File: src/hw/link_pkg.sv
`default_nettype none

package link_pkg;

   typedef logic [63:0] beat_t;   // one word on the link

   // link A is channel 0, link B is channel 1
   typedef enum logic {
      LINK_A = 1'b0,
      LINK_B = 1'b1
   } link_sel_t;

   localparam int unsigned BEATS_PER_PACKET = 2;   // header + data

endpackage

`default_nettype wire

File: src/hw/qnet_pkg.sv
`default_nettype none

package qnet_pkg;

   //////////////////////////////////////////////////
   // node addressing and hop count

   typedef logic [9:0] node_id_t;   // ring node address
   typedef logic [9:0] step_t;      // hops taken so far

   localparam node_id_t BROADCAST_ID = '1;   // all ones, send to all
   localparam step_t    STEP_MAX     = '1;   // last hop allowed

   //////////////////////////////////////////////////
   // header beat layout, msb first

   typedef struct packed {
      logic [3:0]  payload_hi;   // 63..60
      logic [3:0]  opcode;       // 59..56
      logic [5:0]  flags;        // 55..50
      node_id_t    dst;          // 49..40
      node_id_t    src;          // 39..30
      step_t       step;         // 29..20
      logic [19:0] payload_lo;   // 19..0
   } header_t;

endpackage

`default_nettype wire
File: src/hw/net_ctrl_top.sv
`default_nettype none

module net_ctrl_top
   import qnet_pkg::*, link_pkg::*;
#(
   parameter int unsigned TIMEOUT_CYCLES = 512
) (
   input  logic      user_clk,
   input  logic      user_rst,
   input  node_id_t  own_id_i,
   input  logic      link_a_up_i,
   input  logic      link_b_up_i,
   // link A receive and transmit
   input  logic      a_rx_valid_i,
   input  beat_t     a_rx_data_i,
   input  logic      a_rx_last_i,
   output logic      a_rx_ready_o,
   output logic      a_tx_valid_o,
   output beat_t     a_tx_data_o,
   output logic      a_tx_last_o,
   input  logic      a_tx_ready_i,
   // link B receive and transmit
   input  logic      b_rx_valid_i,
   input  beat_t     b_rx_data_i,
   input  logic      b_rx_last_i,
   output logic      b_rx_ready_o,
   output logic      b_tx_valid_o,
   output beat_t     b_tx_data_o,
   output logic      b_tx_last_o,
   input  logic      b_tx_ready_i,
   // local transmit request
   input  logic      tx_req_valid_i,
   input  link_sel_t tx_req_ch_i,
   input  header_t   tx_req_header_i,
   input  beat_t     tx_req_data_i,
   output logic      tx_req_ready_o,
   // local command
   output logic      cmd_valid_o,
   output link_sel_t cmd_ch_o,
   output header_t   cmd_header_o,
   output beat_t     cmd_data_o,
   input  logic      cmd_ready_i,
   output logic      ready_o
);

   logic      a_pkt_valid, b_pkt_valid;
   logic      a_release, b_release;
   header_t   a_pkt_header, b_pkt_header;
   beat_t     a_pkt_data, b_pkt_data;
   link_sel_t sel;
   logic      is_local, is_drop;
   header_t   fwd_header;
   beat_t     pkt_data;
   logic      a_load, b_load, load_local;
   logic      a_busy, b_busy, abort;
   logic      busy, expired;
   header_t   snd_header;
   beat_t     snd_data;

   //////////////////////////////////////////////////
   // receive side

   rx_packet_capture rx_a (
      .user_clk, .user_rst,
      .rx_valid_i   (a_rx_valid_i),
      .rx_data_i    (a_rx_data_i),
      .rx_last_i    (a_rx_last_i),
      .rx_ready_o   (a_rx_ready_o),
      .pkt_valid_o  (a_pkt_valid),
      .pkt_header_o (a_pkt_header),
      .pkt_data_o   (a_pkt_data),
      .release_i    (a_release)
   );

   rx_packet_capture rx_b (
      .user_clk, .user_rst,
      .rx_valid_i   (b_rx_valid_i),
      .rx_data_i    (b_rx_data_i),
      .rx_last_i    (b_rx_last_i),
      .rx_ready_o   (b_rx_ready_o),
      .pkt_valid_o  (b_pkt_valid),
      .pkt_header_o (b_pkt_header),
      .pkt_data_o   (b_pkt_data),
      .release_i    (b_release)
   );

   packet_router router (
      .sel_i        (sel),
      .a_header_i   (a_pkt_header),
      .a_data_i     (a_pkt_data),
      .b_header_i   (b_pkt_header),
      .b_data_i     (b_pkt_data),
      .own_id_i     (own_id_i),
      .is_local_o   (is_local),
      .is_drop_o    (is_drop),
      .header_o     (cmd_header_o),   // command carries the held packet as is
      .fwd_header_o_unused_guard (),
      .fwd_header_o (fwd_header),
      .data_o       (pkt_data)
   );

   assign cmd_data_o = pkt_data;

   //////////////////////////////////////////////////
   // transmit side

   assign snd_header = load_local ? tx_req_header_i : fwd_header;
   assign snd_data   = load_local ? tx_req_data_i : pkt_data;

   tx_packet_sender tx_a (
      .user_clk, .user_rst,
      .load_i     (a_load),
      .header_i   (snd_header),
      .data_i     (snd_data),
      .busy_o     (a_busy),
      .tx_valid_o (a_tx_valid_o),
      .tx_data_o  (a_tx_data_o),
      .tx_last_o  (a_tx_last_o),
      .tx_ready_i (a_tx_ready_i),
      .abort_i    (abort)
   );

   tx_packet_sender tx_b (
      .user_clk, .user_rst,
      .load_i     (b_load),
      .header_i   (snd_header),
      .data_i     (snd_data),
      .busy_o     (b_busy),
      .tx_valid_o (b_tx_valid_o),
      .tx_data_o  (b_tx_data_o),
      .tx_last_o  (b_tx_last_o),
      .tx_ready_i (b_tx_ready_i),
      .abort_i    (abort)
   );

   //////////////////////////////////////////////////
   // control

   net_ctrl_fsm fsm (
      .user_clk, .user_rst,
      .link_a_up_i, .link_b_up_i,
      .a_pkt_valid_i  (a_pkt_valid),
      .b_pkt_valid_i  (b_pkt_valid),
      .a_release_o    (a_release),
      .b_release_o    (b_release),
      .sel_o          (sel),
      .is_local_i     (is_local),
      .is_drop_i      (is_drop),
      .tx_req_valid_i, .tx_req_ch_i, .tx_req_ready_o,
      .a_load_o       (a_load),
      .b_load_o       (b_load),
      .load_local_o   (load_local),
      .a_busy_i       (a_busy),
      .b_busy_i       (b_busy),
      .abort_o        (abort),
      .cmd_valid_o, .cmd_ch_o, .cmd_ready_i,
      .busy_o         (busy),
      .expired_i      (expired),
      .ready_o
   );

   busy_timer #(
      .TIMEOUT_CYCLES (TIMEOUT_CYCLES)
   ) timer (
      .user_clk, .user_rst,
      .busy_i    (busy),
      .expired_o (expired)
   );

endmodule

`default_nettype wire

File: src/hw/net_ctrl_fsm.sv
`default_nettype none

module net_ctrl_fsm
   import link_pkg::*;
(
   input  logic      user_clk,
   input  logic      user_rst,
   input  logic      link_a_up_i,
   input  logic      link_b_up_i,
   input  logic      a_pkt_valid_i,
   input  logic      b_pkt_valid_i,
   output logic      a_release_o,
   output logic      b_release_o,
   output link_sel_t sel_o,
   input  logic      is_local_i,
   input  logic      is_drop_i,
   input  logic      tx_req_valid_i,
   input  link_sel_t tx_req_ch_i,
   output logic      tx_req_ready_o,
   output logic      a_load_o,
   output logic      b_load_o,
   output logic      load_local_o,
   input  logic      a_busy_i,
   input  logic      b_busy_i,
   output logic      abort_o,
   output logic      cmd_valid_o,
   output link_sel_t cmd_ch_o,
   input  logic      cmd_ready_i,
   output logic      busy_o,
   input  logic      expired_i,
   output logic      ready_o
);

   typedef enum logic [2:0] {
      NOT_RDY, IDLE, DECIDE, COMMAND, SEND, WAIT_SENT
   } state_t;

   state_t    state_q, state_d;
   link_sel_t sel_q;       // link of the held packet in work
   link_sel_t tgt_q;       // sender being waited on
   link_sel_t tgt_d;
   logic      from_rx_q;   // work item is a received packet
   logic      ready_q;
   logic      links_ok;
   logic      fault;
   logic      req_fire;
   logic      load_en;
   logic      rel;
   logic      tgt_busy;

   assign links_ok       = link_a_up_i && link_b_up_i;
   assign fault          = !links_ok || expired_i;
   assign busy_o         = (state_q != IDLE) && (state_q != NOT_RDY);
   assign tx_req_ready_o = (state_q == IDLE) && links_ok && !a_pkt_valid_i && !b_pkt_valid_i;
   assign req_fire       = tx_req_valid_i && tx_req_ready_o;
   assign tgt_busy       = (tgt_q == LINK_A) ? a_busy_i : b_busy_i;

   //////////////////////////////////////////////////
   // sender loads, local request or forward

   always_comb begin
      load_en = req_fire || ((state_q == DECIDE) && !is_local_i && !is_drop_i);
      if (state_q == IDLE)
         tgt_d = tx_req_ch_i;
      else
         tgt_d = (sel_q == LINK_A) ? LINK_B : LINK_A;   // opposite link
   end

   assign a_load_o     = load_en && (tgt_d == LINK_A);
   assign b_load_o     = load_en && (tgt_d == LINK_B);
   assign load_local_o = (state_q == IDLE);

   //////////////////////////////////////////////////
   // next state

   always_comb begin
      state_d = state_q;
      case (state_q)
         NOT_RDY: if (links_ok) state_d = IDLE;
         IDLE: begin
            if (a_pkt_valid_i || b_pkt_valid_i)
               state_d = DECIDE;
            else if (req_fire)
               state_d = SEND;
         end
         DECIDE: begin
            if (is_local_i)
               state_d = COMMAND;
            else if (is_drop_i)
               state_d = IDLE;
            else
               state_d = SEND;
         end
         COMMAND:   if (cmd_ready_i) state_d = IDLE;
         SEND:      if (!tgt_busy) state_d = WAIT_SENT;   // both beats gone
         WAIT_SENT: state_d = IDLE;
         default:   state_d = NOT_RDY;
      endcase
      if (fault)
         state_d = NOT_RDY;   // timeout or link lost
   end

   // packet is given back when its work ends or is cut short
   always_comb begin
      rel = from_rx_q && (((state_q == DECIDE) && is_drop_i)
                          || ((state_q == COMMAND) && cmd_ready_i)
                          || (state_q == WAIT_SENT)
                          || (fault && busy_o));
   end

   always_ff @(posedge user_clk or posedge user_rst) begin
      if (user_rst) begin
         state_q   <= NOT_RDY;
         sel_q     <= LINK_A;
         tgt_q     <= LINK_A;
         from_rx_q <= 1'b0;
         ready_q   <= 1'b0;
      end else begin
         state_q <= state_d;
         ready_q <= (state_q != NOT_RDY) && !fault;
         if (state_q == IDLE) begin
            if (a_pkt_valid_i) begin   // link A first
               sel_q     <= LINK_A;
               from_rx_q <= 1'b1;
            end else if (b_pkt_valid_i) begin
               sel_q     <= LINK_B;
               from_rx_q <= 1'b1;
            end else if (req_fire) begin
               from_rx_q <= 1'b0;
            end
         end
         if (load_en)
            tgt_q <= tgt_d;
      end
   end

   assign a_release_o = rel && (sel_q == LINK_A);
   assign b_release_o = rel && (sel_q == LINK_B);
   assign sel_o       = sel_q;
   assign abort_o     = fault && (state_q != NOT_RDY);
   assign cmd_valid_o = (state_q == COMMAND);
   assign cmd_ch_o    = sel_q;
   assign ready_o     = ready_q;

endmodule

`default_nettype wire

File: src/hw/busy_timer.sv
`default_nettype none

module busy_timer #(
   parameter int unsigned TIMEOUT_CYCLES = 512
) (
   input  logic user_clk,
   input  logic user_rst,
   input  logic busy_i,
   output logic expired_o
);

   localparam int unsigned       CNT_W = $clog2(TIMEOUT_CYCLES + 1);
   localparam logic [CNT_W-1:0] LIMIT = CNT_W'(TIMEOUT_CYCLES);

   logic [CNT_W-1:0] cnt_q;   // busy cycles before this one

   always_ff @(posedge user_clk or posedge user_rst) begin
      if (user_rst)
         cnt_q <= '0;
      else if (!busy_i)
         cnt_q <= '0;
      else if (cnt_q != LIMIT)   // saturate so the pulse fires once
         cnt_q <= cnt_q + 1'b1;
   end

   assign expired_o = busy_i && (cnt_q == LIMIT - 1'b1);

endmodule

`default_nettype wire

File: src/hw/tx_packet_sender.sv
`default_nettype none

module tx_packet_sender
   import qnet_pkg::*, link_pkg::*;
(
   input  logic    user_clk,
   input  logic    user_rst,
   input  logic    load_i,
   input  header_t header_i,
   input  beat_t   data_i,
   output logic    busy_o,
   output logic    tx_valid_o,
   output beat_t   tx_data_o,
   output logic    tx_last_o,
   input  logic    tx_ready_i,
   input  logic    abort_i
);

   localparam int unsigned       CNT_W     = $clog2(BEATS_PER_PACKET);
   localparam logic [CNT_W-1:0] LAST_BEAT = CNT_W'(BEATS_PER_PACKET - 1);

   logic             busy_q;
   logic [CNT_W-1:0] beat_q;   // beat on the link now
   header_t          hdr_q;
   beat_t            data_q;

   always_ff @(posedge user_clk or posedge user_rst) begin
      if (user_rst) begin
         busy_q <= 1'b0;
         beat_q <= '0;
      end else if (abort_i) begin   // abandon whatever is left
         busy_q <= 1'b0;
         beat_q <= '0;
      end else if (load_i) begin
         busy_q <= 1'b1;
         beat_q <= '0;
      end else if (busy_q && tx_ready_i) begin
         if (beat_q == LAST_BEAT) begin
            busy_q <= 1'b0;
            beat_q <= '0;
         end else begin
            beat_q <= beat_q + 1'b1;
         end
      end
   end

   always_ff @(posedge user_clk) begin
      if (load_i) begin
         hdr_q  <= header_i;
         data_q <= data_i;
      end
   end

   assign busy_o     = busy_q;
   assign tx_valid_o = busy_q;
   assign tx_data_o  = (beat_q == '0) ? beat_t'(hdr_q) : data_q;   // header goes first
   assign tx_last_o  = busy_q && (beat_q == LAST_BEAT);

endmodule

`default_nettype wire

File: src/hw/packet_router.sv
`default_nettype none

module packet_router
   import qnet_pkg::*, link_pkg::*;
(
   input  link_sel_t sel_i,
   input  header_t   a_header_i,
   input  beat_t     a_data_i,
   input  header_t   b_header_i,
   input  beat_t     b_data_i,
   input  node_id_t  own_id_i,
   output logic      is_local_o,
   output logic      is_drop_o,
   output header_t   header_o,
   output beat_t     fwd_header_o_unused_guard,
   output header_t   fwd_header_o,
   output beat_t     data_o
);

   header_t hdr;
   logic    id_set;      // zero id means unassigned node
   logic    dst_own;
   logic    dst_all;
   logic    src_own;

   //////////////////////////////////////////////////
   // held packet select

   always_comb begin
      if (sel_i == LINK_B) begin
         hdr    = b_header_i;
         data_o = b_data_i;
      end else begin
         hdr    = a_header_i;
         data_o = a_data_i;
      end
   end

   //////////////////////////////////////////////////
   // header decode

   always_comb begin
      id_set     = (own_id_i != '0);
      dst_own    = id_set && (hdr.dst == own_id_i);
      dst_all    = (hdr.dst == BROADCAST_ID);
      src_own    = (hdr.src == own_id_i);   // our own packet came back around
      is_local_o = dst_own || dst_all || src_own;
      is_drop_o  = !is_local_o && id_set && (hdr.step == STEP_MAX);
   end

   always_comb begin
      fwd_header_o      = hdr;
      fwd_header_o.step = hdr.step + 1'b1;   // one more hop
   end

   assign header_o                  = hdr;
   assign fwd_header_o_unused_guard = beat_t'(fwd_header_o);

endmodule

`default_nettype wire

File: src/hw/rx_packet_capture.sv
`default_nettype none

module rx_packet_capture
   import qnet_pkg::*, link_pkg::*;
(
   input  logic    user_clk,
   input  logic    user_rst,
   input  logic    rx_valid_i,
   input  beat_t   rx_data_i,
   input  logic    rx_last_i,
   output logic    rx_ready_o,
   output logic    pkt_valid_o,
   output header_t pkt_header_o,
   output beat_t   pkt_data_o,
   input  logic    release_i
);

   logic    have_hdr_q;    // header stored, waiting for data
   logic    pkt_valid_q;
   logic    beat_fire;
   header_t hdr_q;
   beat_t   data_q;

   assign rx_ready_o = !pkt_valid_q;   // stall link while a packet is held
   assign beat_fire  = rx_valid_i && rx_ready_o;

   always_ff @(posedge user_clk or posedge user_rst) begin
      if (user_rst) begin
         have_hdr_q  <= 1'b0;
         pkt_valid_q <= 1'b0;
      end else begin
         if (release_i)
            pkt_valid_q <= 1'b0;
         if (beat_fire) begin
            if (!have_hdr_q) begin
               have_hdr_q <= 1'b1;
            end else if (rx_last_i) begin   // data without last is skipped
               have_hdr_q  <= 1'b0;
               pkt_valid_q <= 1'b1;
            end
         end
      end
   end

   always_ff @(posedge user_clk) begin
      if (beat_fire && !have_hdr_q)
         hdr_q <= rx_data_i;
      if (beat_fire && have_hdr_q && rx_last_i)
         data_q <= rx_data_i;
   end

   assign pkt_valid_o  = pkt_valid_q;
   assign pkt_header_o = hdr_q;
   assign pkt_data_o   = data_q;

endmodule

`default_nettype wire

File: config.mk
export PLATFORM = sky130hd
export DESIGN_NAME = net_ctrl_top
export DESIGN_NICKNAME = d
export VERILOG_FILES = /design/src/hw/link_pkg.sv /design/src/hw/qnet_pkg.sv /design/src/hw/net_ctrl_top.sv /design/src/hw/net_ctrl_fsm.sv /design/src/hw/busy_timer.sv /design/src/hw/tx_packet_sender.sv /design/src/hw/packet_router.sv /design/src/hw/rx_packet_capture.sv
export SDC_FILE = /design/constraint.sdc
export NUM_CORES = 1
export LEC_CHECK = 0
export ABC_CLOCK_PERIOD_IN_PS = 11930
export BUFFER_PORTS_ARGS = -buffer_cell sky130_fd_sc_hd__clkbuf_2
export CAP_MARGIN = 15
export CORE_ASPECT_RATIO = 1.25
export CORE_MARGIN = 2
export CORE_UTILIZATION = 40
export DETAILED_ROUTE_END_ITERATION = 8
export PLACE_DENSITY = 0.59
export SLEW_MARGIN = 20
export SYNTH_ARGS = -nofsm -noshare
export SYNTH_HDL_FRONTEND = slang
export SYNTH_HIERARCHICAL = 1
export SYNTH_SLANG_ARGS = --single-unit
File: constraint.sdc
create_clock -name user_clk -period 11.93 [get_ports user_clk]
set_input_delay 2.386 -clock user_clk [delete_from_list [all_inputs] [get_ports user_clk]]
set_output_delay 2.386 -clock user_clk [all_outputs]
set_load 0.02 [all_outputs]
==> metrics.md <==
| Metric | Value |
|---|---|
| Run status | completed |
| Setup_tns | 0 ns |
| # rows | 97 |
| Cells after Synth | 1227 |
| HPWL after DPL | 43.6 mm |
| Sequential share of power | 0.414 |
| Hold Slack | 0.504 ns |
| Die width | 217 um |
| HP Class | flop to flop |
| Nets | 2020 |
| Drt via density | 4.99 |
| Final period util | 0.520 |
| GPL Wtd Cong | 0.898 |
| Die area | 58700 um2 |
| Iteration-0 DRC Markers | 643 |
| Clk buf depth | 3 |
| Worst Path Arrival | 6.42 ns |
| Starting Density | 0.405 |
| Worst-path maximum fanout | 68 |
| Sw Share | 0.310 |
| Final ANT Viol Nets | 0 |
| Pins Over Slew Limit | 0 |
| Hold-fix buffers at CTS | 0 |
| Mapped Nets | 1509 |
| RSZ-0062 raised after global routing | false |
| Clock share of power | 0.309 |
| Core ar. | 56100 um2 |
| H-tree Lvls | 2 |
| Largest net degree at the start of global routing | 71 |
| DR DRC count | 0 |
| Final critical-path required period | 6.21 ns |
| Via count | 12644 |
| Syn-to-layout area delta | 21.2% |
| Synth warn | 6 |
| Power per cell area | 210 nW/um2 |
| Endpoints failing setup | 0 |
| Clock-pin slew on the worst setup and hold paths | 0.06 ns |
| Clk_lat worst skew | 0.61 ns |
| Root buf cell | clkbuf_16 |
| Vias in the first global route | 13601 |
| Finished Core Util | 0.491 |
| Initial antenna violation count | 10 |
| Max_slew headroom | 0.334 |
| Top Ports | 545 |
| Max Clk Rate | 0.161 GHz |
| Crit path capture type | flop |
| CTS tree | yes |
| Drt pass-1 iters | 7 |
| Max VDD drop | 0.131 mV |
| Mapped Area | 22700 um2 |
| P_sw | 1.79 mW |
| Die height | 270 um |
| Startpoint types | flop |
| Clk sink count | 537 |
| Reg-to-reg slack, setup | 5.72 ns |
| Clk_skew | 0.0212 ns |
| Synth Area per Inst | 18.5 um2 |
| Logic pwr share | 0.277 |
| Share of layout cells above drive strength 1 | 0.590 |
| Fin. Hold Viols | 0 |
| Final wirelength | 61.7 mm |
| Drt wl/cell | 24.4 um |
| Internal | 3.99 mW |
| GR Util All Layers | 0.205 |
| First-pass GRT wire length | 88.5 mm |
| Port bufs | 544 |
| Post_cts resized | 0 |
| Grt ovf | 0 |
| Num CTS Buffers | 55 |
| # Max-Cap Violations | 0 |
| Post-CTS Setup Inserts | 0 |
| WS Path Type | flop to flop |
| Slew @ Worst Pin | 0.999 ns |
| LEAKAGE | 10.3 nW |
| Critical path data required time | 12.14 ns |
[state kept, by name, indices dropped and copies added, names as in the netlist, 3 cells and up]
register           flops
fsm/state_q            3
rx_b/pkt_header_o     64
tx_a/data_q           64
tx_a/hdr_q            64
rx_b/pkt_data_o       64
rx_a/pkt_data_o       64
tx_b/data_q           64
tx_b/hdr_q            64
rx_a/pkt_header_o     64
timer/cnt_q           10
[worst max-delay path: stages (launching register included)]
cell and delay [ns]:
dfrtp_4 0.92, buf_4 0.76, mux2_2 0.44, ha_1 0.21, o21ai_0 0.21, nor3_1 0.22, nand3_1 0.12, and4b_1 0.26
nor3b_1 0.36, a22oi_1 0.32, nor2_4 0.15, buf_4 0.69, buf_4 0.86
[power groups by stage]
stage / Sequential, mW / Clock (mW) / Combinational [mW]
after floorplan: 2.36 / 0 / 1.23
after global routing: 2.42 / 1.91 / 1.69
final: 2.40 / 1.79 / 1.60
after global placement: 2.44 / 0 / 1.61
after detailed placement: 2.44 / 0 / 1.62
after CTS: 2.40 / 1.83 / 1.63
[per-stage QoR]
step                power (mW)  instances  area, um2  worst slack, ns
floorplan                 3.60       1227      22700             1.83
global placement          4.04       2423      25600             5.49
detailed placement        4.06       2423      25600             5.34
CTS                       5.86       2526      27500             5.62
global route              6.01       2530      27500             5.37
finish                    5.79       2532      27500             5.72
[cells in the final DEF, fill, tap and decap left out, types with 3 or more instances in the layout]
master,instances
mux2_2,339
nor3_1,6
ha_1,3
clkinv_2,14
nand3_1,9
xnor2_1,8
clkbuf_1,5
nor2_1,12
clkbuf_8,3
clkbuf_16,57
clkinv_1,11
nor2b_4,3
a211oi_2,3
nand2_1,12
diode_2,6
clkbuf_2,544
or3_1,3
o21ai_0,11
and2_1,3
inv_1,22
edfxtp_1,512
a21oi_1,6
mux2_4,40
dfrtp_4,3
nor4_2,3
and3_1,3
bufinv_16,8
dfrtp_1,22
buf_4,17
xor2_1,21
mux2i_1,9
nor2b_1,6
nor4_1,7
nand4_1,5
nor3b_1,4
nand3b_1,6
[final cells by class]
| type | count | area, um2 |
|---|---|---|
| fillers | 4899 | 28500 |
| flip-flops and latches | 537 | 16000 |
| multi-input cells | 559 | 5740 |
| repair buffers | 561 | 2850 |
| clock buffers | 65 | 1490 |
| well taps | 742 | 928 |
| clock inverters | 38 | 414 |
| inverters | 24 | 92.6 |
| diodes | 6 | 15.0 |
[worst paths after layout]
path                                    end           from  cells past startpoint
max                         tx_a/data_q[45]   fsm/cmd_ch_o                     12
min                           fsm/from_rx_q  fsm/from_rx_q                      1
max reg2reg                 tx_a/data_q[45]   fsm/cmd_ch_o                     12
min reg2reg                   fsm/from_rx_q  fsm/from_rx_q                      1
max in group asynchronous    timer/cnt_q[4]       user_rst                      2
min in group asynchronous  rx_a/pkt_valid_o       user_rst                      2
[layer usage]
metal  track usage  part of all wire  vias to the layer above
met3        0.0554             0.069                       99
met2         0.381              0.53                      443
li1              -                 -                     5728
met4        0.0611             0.024                        8
met1         0.227              0.37                     6366
met5             0           0.00078                        -
No activity file was read; power rests on OpenSTA's default activity.
